**config.mk**
```make
export PLATFORM = sky130hd
export DESIGN_NAME = frontend_top
export DESIGN_NICKNAME = d
export VERILOG_FILES = /design/src/hdl/frontend_pkg.sv /design/src/hdl/fetch_stage.sv /design/src/hdl/stage_reg.sv /design/src/hdl/inst_decoder.sv /design/src/hdl/frontend_top.sv
export VERILOG_INCLUDE_DIRS = /design/src /design/src/hdl
export SDC_FILE = /design/constraint.sdc
export NUM_CORES = 1
export LEC_CHECK = 0
export BUFFER_PORTS_ARGS = -buffer_cell sky130_fd_sc_hd__buf_2
export CAP_MARGIN = 20
export CORE_ASPECT_RATIO = 0.8
export CORE_UTILIZATION = 45
export DETAILED_ROUTE_END_ITERATION = 12
export GPL_TIMING_DRIVEN = 0
export PLACE_DENSITY = 0.77
export SLEW_MARGIN = 20
export SYNTH_ARGS = -nofsm -noshare
export SYNTH_HDL_FRONTEND = slang
export SYNTH_SLANG_ARGS = --single-unit
```
**constraint.sdc**
```tcl
create_clock -name clk -period 8.2 [get_ports clk]
set_clock_uncertainty 0.15 [all_clocks]
set_input_delay 0.82 -clock clk [delete_from_list [all_inputs] [get_ports clk]]
set_output_delay 0.82 -clock clk [all_outputs]
set_load 0.05 [all_outputs]
```
**src/hdl/frontend_macros.svh**
```systemverilog
`ifndef FRONTEND_MACROS_SVH
`define FRONTEND_MACROS_SVH

// ##############################
// Front end constants
// ##############################

// PC loaded on reset
`define RESET_PC 32'h0000_0000

// add x0, x0, x0 marks an empty pipeline slot
`define NOP_INST 32'h0000_0033

`define PC_STEP 32'd4

`endif

```
**src/hdl/frontend_pkg.sv**
```systemverilog
`default_nettype none

package frontend_pkg;

	// ##############################
	// Fetch to decode
	// ##############################

	typedef struct packed {
		logic [31:0] pc;
		logic [31:0] inst;
	} fetch_packet_t;

	// ##############################
	// Decode results
	// ##############################

	// Base ISA encoding formats
	typedef enum logic [2:0] {
		FMT_R = 3'd0,
		FMT_I = 3'd1,
		FMT_S = 3'd2,
		FMT_B = 3'd3,
		FMT_U = 3'd4,
		FMT_J = 3'd5
	} inst_format_e;

	typedef struct packed {
		logic [31:0]  pc;
		logic [6:0]   opcode;
		logic [4:0]   rd;
		logic [2:0]   funct3;
		logic [4:0]   rs1;
		logic [4:0]   rs2;
		logic [6:0]   funct7;
		// Sign-extended, already shifted for B, U and J
		logic [31:0]  imm;
		inst_format_e format;
		logic         illegal;
	} decoded_t;

endpackage

`default_nettype wire

```
**src/hdl/fetch_stage.sv**
```systemverilog
`timescale 1ns/1ns
`default_nettype none

`include "frontend_macros.svh"

module fetch_stage (
	input  wire logic                  clk,
	input  wire logic                  reset,
	input  wire logic                  stall,

	input  wire logic                  mem_ready,
	input  wire logic                  mem_data_valid,
	input  wire logic [31:0]           mem_data,
	output logic                       mem_start,
	output logic [31:0]                mem_addr,

	output logic                       fetch_valid,
	output frontend_pkg::fetch_packet_t fetch_packet
);

	typedef enum logic {
		ST_ISSUE = 1'b0,
		ST_WAIT  = 1'b1
	} state_t;

	state_t      state;
	logic [31:0] pc;

	// Word that came back while the pipeline was stalled
	logic [31:0] hold_inst;
	logic        pending;

	logic        bypass;
	logic        issue;

	// ##############################
	// Output toward decode
	// ##############################

	// A returning word goes straight through when nothing is stalled
	assign bypass = (state == ST_WAIT) && mem_data_valid && !stall;

	assign fetch_valid = bypass || (pending && !stall);

	// The PC only moves after a word is handed on, so it still names the word in flight
	assign fetch_packet.pc = pc;

	always_comb begin
		if (!fetch_valid) begin
			fetch_packet.inst = `NOP_INST;
		end else if (pending) begin
			fetch_packet.inst = hold_inst;
		end else begin
			fetch_packet.inst = mem_data;
		end
	end

	// ##############################
	// Memory side
	// ##############################

	assign mem_addr = pc;

	// A held word must be drained before the next read goes out
	assign issue = (state == ST_ISSUE) && !pending && !stall && mem_ready;

	always_ff @(posedge clk) begin
		if (reset) begin
			state     <= ST_ISSUE;
			pc        <= `RESET_PC;
			pending   <= 1'b0;
			mem_start <= 1'b0;
		end else begin
			case (state)
				ST_ISSUE: begin
					if (issue) begin
						mem_start <= 1'b1;
						state     <= ST_WAIT;
					end
					if (pending && !stall) begin
						pending <= 1'b0;
					end
				end
				ST_WAIT: begin
					mem_start <= 1'b0;
					if (mem_data_valid) begin
						state <= ST_ISSUE;
						if (stall) begin
							pending <= 1'b1;
						end
					end
				end
				default: begin
					state <= ST_ISSUE;
				end
			endcase

			if (fetch_valid) begin
				pc <= pc + `PC_STEP;
			end
		end
	end

	always_ff @(posedge clk) begin
		if (state == ST_WAIT && mem_data_valid && stall) begin
			hold_inst <= mem_data;
		end
	end

endmodule

`default_nettype wire

```
**src/hdl/stage_reg.sv**
```systemverilog
`timescale 1ns/1ns
`default_nettype none

module stage_reg #(
	parameter type payload_t = logic [31:0]
) (
	input  wire logic     clk,
	input  wire logic     reset,
	input  wire logic     stall,
	input  wire logic     in_valid,
	input  wire payload_t in_data,
	output logic          out_valid,
	output payload_t      out_data
);

	always_ff @(posedge clk) begin
		if (reset) begin
			out_valid <= 1'b0;
		end else if (!stall) begin
			out_valid <= in_valid;
		end
	end

	always_ff @(posedge clk) begin
		if (!stall) begin
			out_data <= in_data;
		end
	end

endmodule

`default_nettype wire

```
**src/hdl/inst_decoder.sv**
```systemverilog
`timescale 1ns/1ns
`default_nettype none

module inst_decoder (
	input  wire frontend_pkg::fetch_packet_t packet,
	output frontend_pkg::decoded_t           decoded
);

	// ##############################
	// RV32I base opcodes
	// ##############################

	localparam logic [6:0] OP_LUI    = 7'b0110111;
	localparam logic [6:0] OP_AUIPC  = 7'b0010111;
	localparam logic [6:0] OP_JAL    = 7'b1101111;
	localparam logic [6:0] OP_JALR   = 7'b1100111;
	localparam logic [6:0] OP_BRANCH = 7'b1100011;
	localparam logic [6:0] OP_LOAD   = 7'b0000011;
	localparam logic [6:0] OP_STORE  = 7'b0100011;
	localparam logic [6:0] OP_IMM    = 7'b0010011;
	localparam logic [6:0] OP_REG    = 7'b0110011;
	localparam logic [6:0] OP_FENCE  = 7'b0001111;
	localparam logic [6:0] OP_SYSTEM = 7'b1110011;

	logic [31:0]                inst;
	frontend_pkg::inst_format_e format;
	logic                       illegal;
	logic [31:0]                imm;

	assign inst = packet.inst;

	always_comb begin
		illegal = 1'b0;
		case (inst[6:0])
			OP_LUI, OP_AUIPC: format = frontend_pkg::FMT_U;
			OP_JAL:           format = frontend_pkg::FMT_J;
			OP_BRANCH:        format = frontend_pkg::FMT_B;
			OP_STORE:         format = frontend_pkg::FMT_S;
			OP_REG:           format = frontend_pkg::FMT_R;
			OP_JALR, OP_LOAD, OP_IMM, OP_FENCE, OP_SYSTEM: begin
				format = frontend_pkg::FMT_I;
			end
			default: begin
				// Unknown opcodes decode as R so they carry no immediate
				format  = frontend_pkg::FMT_R;
				illegal = 1'b1;
			end
		endcase
	end

	// ##############################
	// Immediate assembly
	// ##############################

	always_comb begin
		case (format)
			frontend_pkg::FMT_I: imm = {{20{inst[31]}}, inst[31:20]};
			frontend_pkg::FMT_S: imm = {{20{inst[31]}}, inst[31:25], inst[11:7]};
			frontend_pkg::FMT_B: begin
				imm = {{19{inst[31]}}, inst[31], inst[7], inst[30:25], inst[11:8], 1'b0};
			end
			frontend_pkg::FMT_U: imm = {inst[31:12], 12'h000};
			frontend_pkg::FMT_J: begin
				imm = {{11{inst[31]}}, inst[31], inst[19:12], inst[20], inst[30:21], 1'b0};
			end
			default: imm = 32'h0000_0000;
		endcase
	end

	// Register and function fields are taken raw whatever the format
	assign decoded.pc      = packet.pc;
	assign decoded.opcode  = inst[6:0];
	assign decoded.rd      = inst[11:7];
	assign decoded.funct3  = inst[14:12];
	assign decoded.rs1     = inst[19:15];
	assign decoded.rs2     = inst[24:20];
	assign decoded.funct7  = inst[31:25];
	assign decoded.imm     = imm;
	assign decoded.format  = format;
	assign decoded.illegal = illegal;

endmodule

`default_nettype wire

```
**src/hdl/frontend_top.sv**
```systemverilog
`timescale 1ns/1ns
`default_nettype none

module frontend_top (
	input  wire logic             clk,
	input  wire logic             reset,
	input  wire logic             stall,

	input  wire logic             mem_ready,
	input  wire logic             mem_data_valid,
	input  wire logic [31:0]      mem_data,
	output logic                  mem_start,
	output logic [31:0]           mem_addr,

	output logic                  dec_valid,
	output frontend_pkg::decoded_t dec_out
);

	logic                        fetch_valid;
	frontend_pkg::fetch_packet_t fetch_packet;

	logic                        id_valid;
	frontend_pkg::fetch_packet_t id_packet;

	frontend_pkg::decoded_t      id_decoded;

	// ##############################
	// Fetch
	// ##############################

	fetch_stage i_fetch_stage (
		.clk            (clk),
		.reset          (reset),
		.stall          (stall),
		.mem_ready      (mem_ready),
		.mem_data_valid (mem_data_valid),
		.mem_data       (mem_data),
		.mem_start      (mem_start),
		.mem_addr       (mem_addr),
		.fetch_valid    (fetch_valid),
		.fetch_packet   (fetch_packet)
	);

	stage_reg #(
		.payload_t (frontend_pkg::fetch_packet_t)
	) i_if_id_reg (
		.clk       (clk),
		.reset     (reset),
		.stall     (stall),
		.in_valid  (fetch_valid),
		.in_data   (fetch_packet),
		.out_valid (id_valid),
		.out_data  (id_packet)
	);

	// ##############################
	// Decode
	// ##############################

	inst_decoder i_inst_decoder (
		.packet  (id_packet),
		.decoded (id_decoded)
	);

	stage_reg #(
		.payload_t (frontend_pkg::decoded_t)
	) i_id_out_reg (
		.clk       (clk),
		.reset     (reset),
		.stall     (stall),
		.in_valid  (id_valid),
		.in_data   (id_decoded),
		.out_valid (dec_valid),
		.out_data  (dec_out)
	);

endmodule

`default_nettype wire

```
==> flow_metrics.env <==
export IMPL_status="finished, final reports clean"
export IMPL_drt_wl_total_um=17700
export IMPL_synth_warnings=0
export IMPL_viasPerCell=5.11
export IMPL_grt_pass1_vias=4906
export IMPL_p_per_area_mw_per_mm2=230
export IMPL_route_detailed_drc=0
export IMPL_antenna_found_initial=3
export IMPL_ys_seq_area_frac=0.752
export IMPL_cts_sinks=227
export IMPL_endpoint="i_fetch_stage.mem_addr[20]"
export IMPL_fin_nets=806
export IMPL_rsz0062_at_grt="no"
export IMPL_reg2reg_from="i_fetch_stage.mem_addr[6]"
export IMPL_synth_largest_area_cell="edfxtp_1"
export IMPL_finalCriticalPeriod_ns=2.75
export IMPL_wl_per_cell_um=17.0
export IMPL_ant_nets=0
export IMPL_root_buffer="clkbuf_16"
export IMPL_ios=171
export IMPL_vias=5305
export IMPL_cp_end_kind="flip-flop"
export IMPL_drt_pass1_iterations=5
export IMPL_initial_core_util=0.466
export IMPL_grt_first_pass_wirelength_um=27400
export IMPL_ys_top_cells_by_count="edfxtp_1, nor2_1, dfxtp_1"
export IMPL_synth_top_area_share=0.671
export IMPL_numCtsBuffers=23
export IMPL_synthesis_area_mm2=0.00860
export IMPL_ys_ff_latch=227
export IMPL_overflow=0
export IMPL_synth_most_common_cell="edfxtp_1"
export IMPL_ys_async_sr_fraction=0
export IMPL_finalSetupViolCount=0
export IMPL_rr_endpoint="i_fetch_stage.mem_addr[31]"
export IMPL_finalCritPeriodShare=0.335
export IMPL_ir_drop_v=0.000132
export IMPL_insertion_delay_ns=0.49
export IMPL_crit_path_top_delay_cell="or4_1"
export IMPL_hold_viol=0
export IMPL_reg2reg_depth=5
export IMPL_synth_edf_count=192
export IMPL_clk_path_buf_depth=3
export IMPL_area_growth_pct=21.6
export IMPL_dp_hpwl_um=12100
export IMPL_path_cells="buf_2, inv_8, buf_16, nand4_1, or4_1, mux2_1"
export IMPL_coreArea_mm2=0.0184
export IMPL_die_y_um=126
export IMPL_fin_cells=1039
export IMPL_tns_ns=0
export IMPL_portBuffers=166
export IMPL_clk_pin_slew_worst_paths_ns=0.06
export IMPL_drv_cap=0
export IMPL_clock_fmax_mhz=364
export IMPL_cts_tree="done"
export IMPL_crit_required_ns=8.42
export IMPL_die_x_um=157
export IMPL_crit_start="stall"
export IMPL_slowest_delay_ns=0.58
export IMPL_critPathKind="in2reg"
export IMPL_crit_fanout=109
export IMPL_worst_pin_slew_ns=0.876
export IMPL_grt_use_total=0.180
export IMPL_synthTopCellsByArea="edfxtp_1, dfxtp_1, mux2i_1, nor2_1, nand2_1"
export IMPL_cts_setup_buffers=0
export IMPL_yosysUniqueCellTypes=48
export IMPL_fp_dieArea_mm2=0.0197
export IMPL_cp_start_kind="input port"
export IMPL_grt_max_degree=110
export IMPL_numPlacedInstances=996
export IMPL_r2r_setup_slack_ns=5.86
export IMPL_first_iter_violations=305
export IMPL_power_w=0.00240
export IMPL_synth_cells=573
export IMPL_finalMaxSlewViolations=0
export IMPL_p_leak_nw=4.08
export IMPL_synthFlopType="edfxtp_1"
export IMPL_max_slew_margin=0.416
export IMPL_crit_arrival_ns=2.97
export IMPL_post_cts_resized=0
export IMPL_holdCritPathClass="reg2reg"
export IMPL_drive_above_1_share=0.285
export IMPL_rows=44
export IMPL_ctsHoldBuffers=0
export IMPL_gp_congestion=0.805
export IMPL_synth_area_per_cell_um2=15.0
export IMPL_htree_levels=1
[cell usage in the layout (no fill, tap or decap), types with 4 or more instances in the layout]
master / instances
edfxtp_1: 192
buf_2: 168
nor2_1: 59
dfxtp_1: 35
mux2i_1: 33
nand2_1: 32
clkbuf_16: 23
clkbuf_1: 19
a21oi_1: 19
o21ai_0: 17
nor2b_1: 16
nand3_1: 13
a21o_1: 13
nor4_1: 12
and3_1: 9
nor3_1: 9
xnor2_1: 8
mux2_2: 8
clkinv_1: 8
inv_1: 7
mux2_1: 7
or4_1: 6
nand4_1: 6
a22o_1: 5
nand2b_1: 4
buf_4: 4
conb_1: 4
[worst max-delay path: cells and delay by family]
| family | cells | cell delay (ns) |
|---|---|---|
| multiplexers | 1 | 0.32 |
| buffers and inverters | 3 | 0.80 |
| AND/OR/NAND/NOR | 2 | 0.99 |
[final cells by class]
| type | count | area (µm²) |
|---|---|---|
| fill | 1485 | 7990 |
| sequential | 227 | 6470 |
| multi-input combinational | 313 | 1970 |
| timing repair buffer | 167 | 858 |
| clock buffer | 26 | 587 |
| tap | 253 | 317 |
| buffer | 27 | 139 |
| clock inverter | 14 | 67.6 |
| inverter | 9 | 41.3 |
| antenna | 3 | 7.51 |
[worst min-delay path by stage]
stage | endpoint | startpoint | depth (start not counted)
2_1_floorplan | i_id_out_reg.out_data[70] | i_if_id_reg.out_data[34] | 0
3_3_place_gp | i_id_out_reg.out_data[80] | i_if_id_reg.out_data[44] | 0
3_5_place_dp | i_id_out_reg.out_data[78] | i_if_id_reg.out_data[42] | 0
4_1_cts | i_id_out_reg.out_data[90] | i_if_id_reg.out_data[54] | 0
5_1_grt | i_id_out_reg.out_data[84] | i_if_id_reg.out_data[48] | 0
6_report | i_id_out_reg.out_data[90] | i_if_id_reg.out_data[54] | 0
[cells by family after synthesis]
group | Yosys count | share of synthesized area
compound gates | 64 | 0.0456
xor+xnor | 10 | 0.0102
fa+ha+maj | 1 | 0.00146
buf+inv | 36 | 0.0201
flops | 227 | 0.752
mux | 48 | 0.0581
other cells | 1 | 0.000436
simple gates | 186 | 0.112
[flip-flops by register name, indices dropped and copies added, names as in the netlist]
register                 flops
i_fetch_stage.hold_inst     32
i_fetch_stage.mem_addr      30
i_fetch_stage.mem_start      1
i_fetch_stage.pending        1
i_fetch_stage.state          1
i_id_out_reg.out_data       98
i_id_out_reg.out_valid       1
i_if_id_reg.out_data        62
i_if_id_reg.out_valid        1
[routing by layer]
layer  track usage  wire [µm]  vias to the layer above
met5             0          0                        -
met4        0.0611        501                        0
met3        0.0334       1070                       34
met2         0.280       8140                      203
met1         0.254       7970                     2535
li1              -          -                     2533
[per-stage QoR]
step | instance area, µm² | util | setup WS (ns) | hold slack (ns)
after floorplan | 8610 | - | 2.08 | 0.250
after global placement | 9760 | 0.529 | 0.172 | 0.251
after detailed placement | 9790 | 0.531 | 4.89 | 0.255
after CTS | 10400 | 0.566 | 5.42 | 0.262
after global routing | 10500 | 0.567 | 5.30 | 0.276
final | 10500 | 0.567 | 5.45 | 0.267
[where the power goes]
group,internal (W),switching [W],leakage [nW]
logic,0.0000398,0.000142,1.56
registers,0.00129,0.0000145,2.20
clock network,0.000511,0.000406,0.312
total,0.00184,0.000563,4.08
Power figures use the tool's default switching activity.
